$ cat src/gfx_reg_pkg.sv
//==========================================================================
// register map and CPU bus widths of the fill engine; imported by the
// register slave, the top level and the testbench
//==========================================================================
`default_nettype none

package gfx_reg_pkg;

  // word indices, taken from address bits 5..2
  localparam int REG_CONTROL     = 0;
  localparam int REG_STATUS      = 1;
  localparam int REG_TARGET_BASE = 2;
  localparam int REG_TARGET_SIZE = 3;  // x low half, y high half
  localparam int REG_DEST0       = 4;
  localparam int REG_DEST1       = 5;
  localparam int REG_CLIP0       = 6;
  localparam int REG_CLIP1       = 7;
  localparam int REG_COLOR       = 8;
  localparam int REG_DEPTH       = 9;

  localparam int CTRL_RECT_BIT = 0;  // control word, starts a fill
  localparam int STAT_BUSY_BIT = 0;  // status word

  localparam int REG_ADR_W  = 4;
  localparam int BUS_DATA_W = 32;
  localparam int BUS_SEL_W  = 4;

endpackage

`default_nettype wire

$ cat src/gfx_pix_pkg.sv
//==========================================================================
// pixel path types: coordinates, color depth and the color word
//==========================================================================
`default_nettype none

package gfx_pix_pkg;

  // unsigned pixel coordinate
  typedef logic [15:0] coord_t;

  // depth code 3 is not named, handled like 32 bit
  typedef enum logic [1:0] {
    DEPTH_8  = 2'd0,
    DEPTH_16 = 2'd1,
    DEPTH_32 = 2'd2
  } depth_e;

  // fill color, read per byte for 8 bit targets and per halfword for 16 bit
  typedef union packed {
    logic [3:0][7:0]  b;
    logic [1:0][15:0] h;
  } color_u;

  // word address width, byte address bits 31..2
  localparam int MEM_ADR_W = 30;

endpackage

`default_nettype wire

$ cat src/gfx_reg_slave.sv
//==========================================================================
// CPU side register slave, holds the render setup and launches fills;
// classic single-beat cycles, response one cycle after the request
//==========================================================================
`default_nettype none

module gfx_reg_slave (
  input  logic                                   wb_clk_i,
  input  logic                                   rst_i,
  input  logic                                   wbs_cyc_i,
  input  logic                                   wbs_stb_i,
  input  logic                                   wbs_we_i,
  input  logic [gfx_reg_pkg::REG_ADR_W-1:0]      wbs_adr_i,
  input  logic [gfx_reg_pkg::BUS_DATA_W-1:0]     wbs_dat_i,
  input  logic                                   busy_i,
  output logic [gfx_reg_pkg::BUS_DATA_W-1:0]     wbs_dat_o,
  output logic                                   wbs_ack_o,
  output logic                                   wbs_err_o,
  output logic                                   rect_start_o,
  output logic [gfx_pix_pkg::MEM_ADR_W-1:0]      target_base_o,
  output gfx_pix_pkg::coord_t                    target_size_x_o,
  output gfx_pix_pkg::coord_t                    target_size_y_o,
  output gfx_pix_pkg::coord_t                    dest0_x_o,
  output gfx_pix_pkg::coord_t                    dest0_y_o,
  output gfx_pix_pkg::coord_t                    dest1_x_o,
  output gfx_pix_pkg::coord_t                    dest1_y_o,
  output gfx_pix_pkg::coord_t                    clip0_x_o,
  output gfx_pix_pkg::coord_t                    clip0_y_o,
  output gfx_pix_pkg::coord_t                    clip1_x_o,
  output gfx_pix_pkg::coord_t                    clip1_y_o,
  output gfx_pix_pkg::color_u                    color_o,
  output gfx_pix_pkg::depth_e                    depth_o
);
  import gfx_reg_pkg::*;
  import gfx_pix_pkg::*;

  logic [BUS_DATA_W-1:0] regs_q [REG_TARGET_BASE:REG_DEPTH];
  logic [BUS_DATA_W-1:0] rd_data;
  logic                  req;
  logic                  bad_idx;
  logic                  setup_idx;
  logic                  engaged;
  logic                  ctrl_go_q;  // start accepted, rides along with ack

  assign req       = wbs_cyc_i & wbs_stb_i & ~wbs_ack_o & ~wbs_err_o;
  assign setup_idx = (wbs_adr_i >= REG_TARGET_BASE) && (wbs_adr_i <= REG_DEPTH);
  assign bad_idx   = (wbs_adr_i > REG_DEPTH) || (wbs_we_i && wbs_adr_i == REG_STATUS);
  // also covers the two cycles between control write and busy
  assign engaged   = busy_i | ctrl_go_q | rect_start_o;

  always_comb begin
    rd_data = '0;  // control reads as zero
    if (wbs_adr_i == REG_STATUS)
      rd_data[STAT_BUSY_BIT] = engaged;
    else if (setup_idx)
      rd_data = regs_q[wbs_adr_i];
  end

  always_ff @(posedge wb_clk_i) begin
    if (rst_i) begin
      wbs_ack_o    <= 1'b0;
      wbs_err_o    <= 1'b0;
      ctrl_go_q    <= 1'b0;
      rect_start_o <= 1'b0;
      for (int i = REG_TARGET_BASE; i <= REG_DEPTH; i++)
        regs_q[i] <= '0;
    end else begin
      wbs_ack_o    <= req & ~bad_idx;
      wbs_err_o    <= req & bad_idx;
      ctrl_go_q    <= req & wbs_we_i & (wbs_adr_i == REG_CONTROL)
                      & wbs_dat_i[CTRL_RECT_BIT] & ~engaged;
      rect_start_o <= ctrl_go_q;
      if (req && wbs_we_i && setup_idx)
        regs_q[wbs_adr_i] <= wbs_dat_i;
    end
  end

  always_ff @(posedge wb_clk_i) begin
    if (req)
      wbs_dat_o <= rd_data;
  end

  assign target_base_o   = regs_q[REG_TARGET_BASE][31:2];
  assign target_size_x_o = regs_q[REG_TARGET_SIZE][15:0];
  assign target_size_y_o = regs_q[REG_TARGET_SIZE][31:16];
  assign dest0_x_o       = regs_q[REG_DEST0][15:0];
  assign dest0_y_o       = regs_q[REG_DEST0][31:16];
  assign dest1_x_o       = regs_q[REG_DEST1][15:0];
  assign dest1_y_o       = regs_q[REG_DEST1][31:16];
  assign clip0_x_o       = regs_q[REG_CLIP0][15:0];
  assign clip0_y_o       = regs_q[REG_CLIP0][31:16];
  assign clip1_x_o       = regs_q[REG_CLIP1][15:0];
  assign clip1_y_o       = regs_q[REG_CLIP1][31:16];
  assign color_o         = regs_q[REG_COLOR];
  assign depth_o         = depth_e'(regs_q[REG_DEPTH][1:0]);

endmodule

`default_nettype wire

$ cat src/gfx_rect_raster.sv
//==========================================================================
// rectangle rasterizer, clips against clip rect and target on start and
// hands out pixel coordinates row by row over a valid/ready handshake
//==========================================================================
`default_nettype none

module gfx_rect_raster (
  input  logic                wb_clk_i,
  input  logic                rst_i,
  input  logic                rect_start_i,
  input  gfx_pix_pkg::coord_t target_size_x_i,
  input  gfx_pix_pkg::coord_t target_size_y_i,
  input  gfx_pix_pkg::coord_t dest0_x_i,
  input  gfx_pix_pkg::coord_t dest0_y_i,
  input  gfx_pix_pkg::coord_t dest1_x_i,
  input  gfx_pix_pkg::coord_t dest1_y_i,
  input  gfx_pix_pkg::coord_t clip0_x_i,
  input  gfx_pix_pkg::coord_t clip0_y_i,
  input  gfx_pix_pkg::coord_t clip1_x_i,
  input  gfx_pix_pkg::coord_t clip1_y_i,
  input  logic                pix_ready_i,
  output logic                pix_valid_o,
  output gfx_pix_pkg::coord_t pix_x_o,
  output gfx_pix_pkg::coord_t pix_y_o,
  output logic                raster_done_o
);
  import gfx_pix_pkg::*;

  coord_t lo_x, hi_x, lo_y, hi_y;  // clipped bounds, hi is exclusive
  coord_t x0_q, x1_q, y1_q;
  logic   non_empty;
  logic   step, last_x, last_y;

  always_comb begin
    lo_x = (dest0_x_i > clip0_x_i) ? dest0_x_i : clip0_x_i;
    lo_y = (dest0_y_i > clip0_y_i) ? dest0_y_i : clip0_y_i;
    hi_x = (dest1_x_i < clip1_x_i) ? dest1_x_i : clip1_x_i;
    hi_y = (dest1_y_i < clip1_y_i) ? dest1_y_i : clip1_y_i;
    if (target_size_x_i < hi_x)
      hi_x = target_size_x_i;
    if (target_size_y_i < hi_y)
      hi_y = target_size_y_i;
  end

  assign non_empty = (lo_x < hi_x) && (lo_y < hi_y);
  assign step      = pix_valid_o & pix_ready_i;
  assign last_x    = (pix_x_o + 16'd1) == x1_q;  // x stays below x1, no wrap
  assign last_y    = (pix_y_o + 16'd1) == y1_q;

  always_ff @(posedge wb_clk_i) begin
    if (rst_i) begin
      pix_valid_o   <= 1'b0;
      raster_done_o <= 1'b1;  // idle counts as done
    end else if (rect_start_i) begin
      pix_valid_o   <= non_empty;
      raster_done_o <= ~non_empty;
    end else if (step && last_x && last_y) begin
      pix_valid_o   <= 1'b0;
      raster_done_o <= 1'b1;
    end
  end

  // geometry latched here, later register writes do not reach a running fill
  always_ff @(posedge wb_clk_i) begin
    if (rect_start_i) begin
      pix_x_o <= lo_x;
      pix_y_o <= lo_y;
      x0_q    <= lo_x;
      x1_q    <= hi_x;
      y1_q    <= hi_y;
    end else if (step) begin
      if (last_x) begin
        pix_x_o <= x0_q;  // wrap to next row
        pix_y_o <= pix_y_o + 16'd1;
      end else begin
        pix_x_o <= pix_x_o + 16'd1;
      end
    end
  end

endmodule

`default_nettype wire

$ cat src/gfx_pixel_render.sv
//==========================================================================
// pixel renderer, one register stage from coordinate to memory word with
// byte select and lane replicated color
//==========================================================================
`default_nettype none

module gfx_pixel_render (
  input  logic                              wb_clk_i,
  input  logic                              rst_i,
  input  logic [gfx_pix_pkg::MEM_ADR_W-1:0] target_base_i,
  input  gfx_pix_pkg::coord_t               target_size_x_i,
  input  gfx_pix_pkg::depth_e               depth_i,
  input  gfx_pix_pkg::color_u               color_i,
  input  logic                              pix_valid_i,
  input  gfx_pix_pkg::coord_t               pix_x_i,
  input  gfx_pix_pkg::coord_t               pix_y_i,
  input  logic                              wr_ready_i,
  output logic                              pix_ready_o,
  output logic                              wr_valid_o,
  output logic [gfx_pix_pkg::MEM_ADR_W-1:0] wr_adr_o,
  output logic [3:0]                        wr_sel_o,
  output logic [31:0]                       wr_dat_o,
  output logic                              render_empty_o
);
  import gfx_pix_pkg::*;

  logic [31:0] pix_idx;
  logic [31:0] byte_off;
  logic [3:0]  sel;
  logic [31:0] dat;
  logic        take;

  always_comb begin
    pix_idx = pix_y_i * target_size_x_i + pix_x_i;
    case (depth_i)
      DEPTH_8: begin
        byte_off = pix_idx;
        sel      = 4'b0001 << byte_off[1:0];
        dat      = {4{color_i.b[0]}};
      end
      DEPTH_16: begin
        byte_off = pix_idx << 1;
        sel      = byte_off[1] ? 4'b1100 : 4'b0011;
        dat      = {2{color_i.h[0]}};
      end
      default: begin  // 32 bit, also code 3
        byte_off = pix_idx << 2;
        sel      = 4'b1111;
        dat      = color_i;
      end
    endcase
  end

  // accept when empty or when the held word leaves this cycle
  assign pix_ready_o    = ~wr_valid_o | wr_ready_i;
  assign take           = pix_valid_i & pix_ready_o;
  assign render_empty_o = ~wr_valid_o;

  always_ff @(posedge wb_clk_i) begin
    if (rst_i)
      wr_valid_o <= 1'b0;
    else if (pix_ready_o)
      wr_valid_o <= pix_valid_i;
  end

  always_ff @(posedge wb_clk_i) begin
    if (take) begin
      wr_adr_o <= target_base_i + byte_off[31:2];
      wr_sel_o <= sel;
      wr_dat_o <= dat;
    end
  end

endmodule

`default_nettype wire

$ cat src/gfx_mem_writer.sv
//==========================================================================
// video memory write master, one entry, holds each classic cycle until ack
//==========================================================================
`default_nettype none

module gfx_mem_writer (
  input  logic                                 wb_clk_i,
  input  logic                                 rst_i,
  input  logic                                 wr_valid_i,
  input  logic [gfx_pix_pkg::MEM_ADR_W-1:0]    wr_adr_i,
  input  logic [gfx_reg_pkg::BUS_SEL_W-1:0]    wr_sel_i,
  input  logic [gfx_reg_pkg::BUS_DATA_W-1:0]   wr_dat_i,
  input  logic                                 wbm_ack_i,
  output logic                                 wr_ready_o,
  output logic                                 wbm_cyc_o,
  output logic                                 wbm_stb_o,
  output logic                                 wbm_we_o,
  output logic [31:0]                          wbm_adr_o,
  output logic [gfx_reg_pkg::BUS_SEL_W-1:0]    wbm_sel_o,
  output logic [gfx_reg_pkg::BUS_DATA_W-1:0]   wbm_dat_o,
  output logic                                 writer_idle_o
);
  import gfx_pix_pkg::*;

  logic                 cyc_q;
  logic [MEM_ADR_W-1:0] adr_q;

  assign wr_ready_o    = ~cyc_q;  // new word only when idle
  assign writer_idle_o = ~cyc_q;

  always_ff @(posedge wb_clk_i) begin
    if (rst_i)
      cyc_q <= 1'b0;
    else if (cyc_q)
      cyc_q <= ~wbm_ack_i;  // drop the cycle after ack
    else
      cyc_q <= wr_valid_i;
  end

  always_ff @(posedge wb_clk_i) begin
    if (wr_valid_i && !cyc_q) begin
      adr_q     <= wr_adr_i;
      wbm_sel_o <= wr_sel_i;
      wbm_dat_o <= wr_dat_i;
    end
  end

  // write only master, all three strobes move together
  assign wbm_cyc_o = cyc_q;
  assign wbm_stb_o = cyc_q;
  assign wbm_we_o  = cyc_q;
  assign wbm_adr_o = {adr_q, 2'b00};

endmodule

`default_nettype wire

$ cat src/gfx_top.sv
//==========================================================================
// fill engine top level, register slave in, Wishbone write master out,
// with the busy flag that spans a whole fill
//==========================================================================
`default_nettype none

module gfx_top (
  input  logic                               wb_clk_i,
  input  logic                               rst_i,
  // CPU side slave
  input  logic                               wbs_cyc_i,
  input  logic                               wbs_stb_i,
  input  logic                               wbs_we_i,
  input  logic [gfx_reg_pkg::REG_ADR_W-1:0]  wbs_adr_i,
  input  logic [gfx_reg_pkg::BUS_DATA_W-1:0] wbs_dat_i,
  output logic [gfx_reg_pkg::BUS_DATA_W-1:0] wbs_dat_o,
  output logic                               wbs_ack_o,
  output logic                               wbs_err_o,
  // video memory write master
  output logic                               wbm_cyc_o,
  output logic                               wbm_stb_o,
  output logic                               wbm_we_o,
  output logic [31:0]                        wbm_adr_o,
  output logic [gfx_reg_pkg::BUS_SEL_W-1:0]  wbm_sel_o,
  output logic [gfx_reg_pkg::BUS_DATA_W-1:0] wbm_dat_o,
  input  logic                               wbm_ack_i
);
  import gfx_pix_pkg::*;

  logic                 busy_q;
  logic                 rect_start;
  logic [MEM_ADR_W-1:0] target_base;
  coord_t               size_x, size_y;
  coord_t               dest0_x, dest0_y, dest1_x, dest1_y;
  coord_t               clip0_x, clip0_y, clip1_x, clip1_y;
  color_u               color;
  depth_e               depth;

  logic                 pix_valid, pix_ready, raster_done;
  coord_t               pix_x, pix_y;
  logic                 wr_valid, wr_ready, render_empty, writer_idle;
  logic [MEM_ADR_W-1:0] wr_adr;
  logic [3:0]           wr_sel;
  logic [31:0]          wr_dat;

  // start wins over the drain check, the rasterizer is still idle then
  always_ff @(posedge wb_clk_i) begin
    if (rst_i)
      busy_q <= 1'b0;
    else if (rect_start)
      busy_q <= 1'b1;
    else if (raster_done && render_empty && writer_idle)
      busy_q <= 1'b0;
  end

  gfx_reg_slave u_reg_slave (
    .wb_clk_i        (wb_clk_i),
    .rst_i           (rst_i),
    .wbs_cyc_i       (wbs_cyc_i),
    .wbs_stb_i       (wbs_stb_i),
    .wbs_we_i        (wbs_we_i),
    .wbs_adr_i       (wbs_adr_i),
    .wbs_dat_i       (wbs_dat_i),
    .busy_i          (busy_q),
    .wbs_dat_o       (wbs_dat_o),
    .wbs_ack_o       (wbs_ack_o),
    .wbs_err_o       (wbs_err_o),
    .rect_start_o    (rect_start),
    .target_base_o   (target_base),
    .target_size_x_o (size_x),
    .target_size_y_o (size_y),
    .dest0_x_o       (dest0_x),
    .dest0_y_o       (dest0_y),
    .dest1_x_o       (dest1_x),
    .dest1_y_o       (dest1_y),
    .clip0_x_o       (clip0_x),
    .clip0_y_o       (clip0_y),
    .clip1_x_o       (clip1_x),
    .clip1_y_o       (clip1_y),
    .color_o         (color),
    .depth_o         (depth)
  );

  gfx_rect_raster u_rect_raster (
    .wb_clk_i        (wb_clk_i),
    .rst_i           (rst_i),
    .rect_start_i    (rect_start),
    .target_size_x_i (size_x),
    .target_size_y_i (size_y),
    .dest0_x_i       (dest0_x),
    .dest0_y_i       (dest0_y),
    .dest1_x_i       (dest1_x),
    .dest1_y_i       (dest1_y),
    .clip0_x_i       (clip0_x),
    .clip0_y_i       (clip0_y),
    .clip1_x_i       (clip1_x),
    .clip1_y_i       (clip1_y),
    .pix_ready_i     (pix_ready),
    .pix_valid_o     (pix_valid),
    .pix_x_o         (pix_x),
    .pix_y_o         (pix_y),
    .raster_done_o   (raster_done)
  );

  gfx_pixel_render u_pixel_render (
    .wb_clk_i        (wb_clk_i),
    .rst_i           (rst_i),
    .target_base_i   (target_base),
    .target_size_x_i (size_x),
    .depth_i         (depth),
    .color_i         (color),
    .pix_valid_i     (pix_valid),
    .pix_x_i         (pix_x),
    .pix_y_i         (pix_y),
    .wr_ready_i      (wr_ready),
    .pix_ready_o     (pix_ready),
    .wr_valid_o      (wr_valid),
    .wr_adr_o        (wr_adr),
    .wr_sel_o        (wr_sel),
    .wr_dat_o        (wr_dat),
    .render_empty_o  (render_empty)
  );

  gfx_mem_writer u_mem_writer (
    .wb_clk_i      (wb_clk_i),
    .rst_i         (rst_i),
    .wr_valid_i    (wr_valid),
    .wr_adr_i      (wr_adr),
    .wr_sel_i      (wr_sel),
    .wr_dat_i      (wr_dat),
    .wbm_ack_i     (wbm_ack_i),
    .wr_ready_o    (wr_ready),
    .wbm_cyc_o     (wbm_cyc_o),
    .wbm_stb_o     (wbm_stb_o),
    .wbm_we_o      (wbm_we_o),
    .wbm_adr_o     (wbm_adr_o),
    .wbm_sel_o     (wbm_sel_o),
    .wbm_dat_o     (wbm_dat_o),
    .writer_idle_o (writer_idle)
  );

endmodule

`default_nettype wire

$ cat config.mk
export PLATFORM = sky130hd
export DESIGN_NAME = gfx_top
export DESIGN_NICKNAME = d
export VERILOG_FILES = /design/src/gfx_reg_pkg.sv /design/src/gfx_pix_pkg.sv /design/src/gfx_reg_slave.sv /design/src/gfx_rect_raster.sv /design/src/gfx_pixel_render.sv /design/src/gfx_mem_writer.sv /design/src/gfx_top.sv
export SDC_FILE = /design/constraint.sdc
export NUM_CORES = 2
export LEC_CHECK = 0
export ABC_AREA = 1
export BUFFER_PORTS_ARGS = -buffer_cell sky130_fd_sc_hd__buf_4
export CAP_MARGIN = 10
export CORE_MARGIN = 2
export CORE_UTILIZATION = 55
export CTS_CLUSTER_DIAMETER = 100
export DETAILED_ROUTE_END_ITERATION = 7
export GPL_TIMING_DRIVEN = 0
export PLACE_DENSITY = 0.75
export SYNTH_ARGS = -nofsm -noshare
export SYNTH_HDL_FRONTEND = slang
export SYNTH_SLANG_ARGS = --single-unit
$ cat constraint.sdc
create_clock -name wb_clk_i -period 7.64 [get_ports wb_clk_i]
set_input_delay 1.528 -clock wb_clk_i [delete_from_list [all_inputs] [get_ports wb_clk_i]]
set_output_delay 1.528 -clock wb_clk_i [all_outputs]
set_load 0.05 [all_outputs]
==> metrics.cfg <==
[routing]
drtIter0Drc=4377
num_vias=34530
first_pass_iters=8
vias_per_cell=5.810
drc=0
wl_per_cell_microns=23.27
routed_wl_mm=138.3
ant_nets=0

[die]
dieArea_sq_um=82990
core_area_sq_um=80160
io_pins=147
floorplan.initialDensity_pct=55.37
num_rows=104
die_h_microns=288.1
die_w_microns=288.1

[global_routing]
antenna_found_initial=5
grt.overflow.total=0
grt_pass1_wl_mm=201.9
grt_pass1_vias=33480
grt_use_total_pct=33.18
grt_max_degree=48

[clocking]
cts.path.max_buffers=3
ctsHtreeMaxLevel=3
cts_made_buffers=78
cts_root_buf=clkbuf_16
cts_tree=yes
cts-hold-fix-buffers=0
clock-sinks=765
clkLatencyLatePin_ns=0.67
clk_pin_slew_worst_paths_ns=0.06

[synthesis]
ys_seq_area_share_pct=51.55
ys_ff_latch=765
synth_edf_count=756
avgSynthCellArea_sq_um=10.41
synth_warnings=0
yosysUniqueCellTypes=56
async_reset_ff_share_pct=0
synth_area_sq_um=44380
synth_flop_cell=edfxtp_1
netlist_instances=4265

[placement]
hpwl_mm=104.3
globalplace.congestion=1.014
portBuffers=142
placed_area_sq_um=48000
dp_slack_ns=-1.485
placed_cells=5736

[worst_setup_path]
cpPeakStageDelay_ns=0.53
critical_path_depth=38
crit_end=u_pixel_render.wr_adr_o[28]
critPathBufInv=9
cp.required_ns=8.05
rr_worst_depth=38
cp-startpoint=u_reg_slave.regs_q[3][4]
crit_path_frequent_cell=fa_1
cp_top_family=adder cells
cp_max_fo=5
worst_path_max_delay_cell=fa_1
worstSetupEndpointType=register
timing.rr.start=u_reg_slave.regs_q[3][4]
crit_type=reg2reg
start_kind=register
cp.arrival_ns=8.12
r2r_slack_ns=-0.07
timing.rr.end=u_pixel_render.wr_adr_o[28]

[final_layout]
drive_gt1_share_pct=11.43
fin_nets=5334
area_growth_pct=17.90
diodes=0
fin_area_sq_um=52330
nFillCells=6238
utilization_pct=65.28
final_cell_mix=nand2_1, edfxtp_1, inv_1
layout_commonest_cell=nand2_1
final_cells=5943

[timing]
slew_headroom_pct=28.13
setup_viol=1
min_period_over_period_pct=100.9
finalMaxSlewViolations=0
fmax_mhz=129.8
worst_pin_slew_ns=1.070
fin_crit_ns=7.706
rsz0062_at_grt=true
setup_tns_ns=-0.06580
fin_hold_ws_ns=0.4086
fin_worst_skew_ns=0.05193
final.setup.worst_slack_ns=-0.06580
hold_viol_final=0

[power_and_ir_drop]
leakage_nw=23.01
peakVddDrop_v=0.0003125
p_total_mw=15.21
powerDensity_nw_per_um2=290.7

[status]
status=finished with violations
failed_checks=setup timing

[run]
drv_cap=0

[hold_path]
hold_path.class=reg2reg
min-delay-start=u_pixel_render.wr_adr_o[25]

-- sequential cells by signal, indices dropped and copies added (netlist names), 30 cells and up --
signal	cells
u_mem_writer.adr_q	30
u_mem_writer.wbm_dat_o	32
u_pixel_render.wr_adr_o	30
u_pixel_render.wr_dat_o	32
u_reg_slave.regs_q	512
u_reg_slave.wbs_dat_o	32
-- layer usage --
layer / wire length, microns / GRT usage, % / vias up
met2: 63080 / 52.69 / 2189
li1: - / - / 15220
met3: 17420 / 8.700 / 445
met4: 7504 / 14.96 / 4
met1: 50300 / 42.96 / 16670
met5: 29 / 0 / -
-- worst min-delay path by stage --
stage | to | cells after the start
3_3_place_gp | u_mem_writer.wbm_sel_o[1] | 0
5_1_grt | u_mem_writer.adr_q[25] | 0
3_5_place_dp | u_mem_writer.adr_q[11] | 0
2_1_floorplan | u_mem_writer.adr_q[0] | 0
4_1_cts | u_mem_writer.adr_q[25] | 0
6_report | u_mem_writer.adr_q[25] | 0
-- synthesized netlist by cell type (4+ instances only) --
library cell	number	area, sq um
a21oi_1	170	850.8
a22oi_1	220	1652
a41oi_1	31	271.5
dfxtp_1	9	180.2
edfxtp_1	756	22700
buf_4	5	37.54
nand2_1	909	3412
o21a_1	5	37.54
o31ai_1	4	30.03
o211ai_1	4	30.03
nor3_1	18	90.09
a221oi_1	5	43.79
nand3_1	64	320.3
inv_1	639	2399
fa_1	211	4224
xnor2_1	35	306.5
a21o_1	11	82.58
a31oi_1	5	31.28
xor2_1	68	595.6
clkbuf_1	182	683.2
o21ai_1	11	55.05
o221ai_1	35	306.5
o22ai_1	27	168.9
o21ai_0	122	610.6
ha_1	261	3266
a211oi_1	8	60.06
nand3_2	4	40.04
nand4_1	21	131.4
buf_1	17	63.81
nor2_1	362	1359
nor4_1	6	37.54
-- report_power, final --
group	leakage, nW	total [mW]	switching (mW)	internal (mW)
sequential	7.39	5.05	0.103	4.94
combinational	14.4	6.21	3.76	2.44
clock	1.25	3.96	1.74	2.22
total	23.0	15.2	5.60	9.61
-- layout make-up --
cell class	count	area, sq um	area share, %
Timing Repair Buffer	231	1908	3.646
Inverter	643	2415	4.615
Clock buffer	90	1997	3.816
Clock inverter	53	658.1	1.258
Multi-Input combinational cell	2909	20070	38.34
Tap cell	1060	1326	2.534
Buffer	192	1077	2.059
Sequential cell	765	22880	43.73
-- logic make-up (layout without fill, tap and decap cells) --
logic type      count (synthesis)  after routing  share of synthesized area (%)
compound gates                676            676                          9.861
xor+xnor                      103            103                          2.033
fa+ha+maj                     472            472                          16.87
buf+inv                       848           1209                          7.234
flops                         765            765                          51.55
mux                             1              1                        0.02255
other cells                     1            258                       0.008449
simple gates                 1399           1399                          12.41
-- repair_timing --
| item | in CTS | in global routing |
|---|---|---|
| resized for setup | 165 | 139 |
| buffers inserted | 31 | 46 |
| endpoints found under the setup margin | 16 | 8 |
| pin swaps | 16 | 65 |
(Power assumes the default switching activity.)
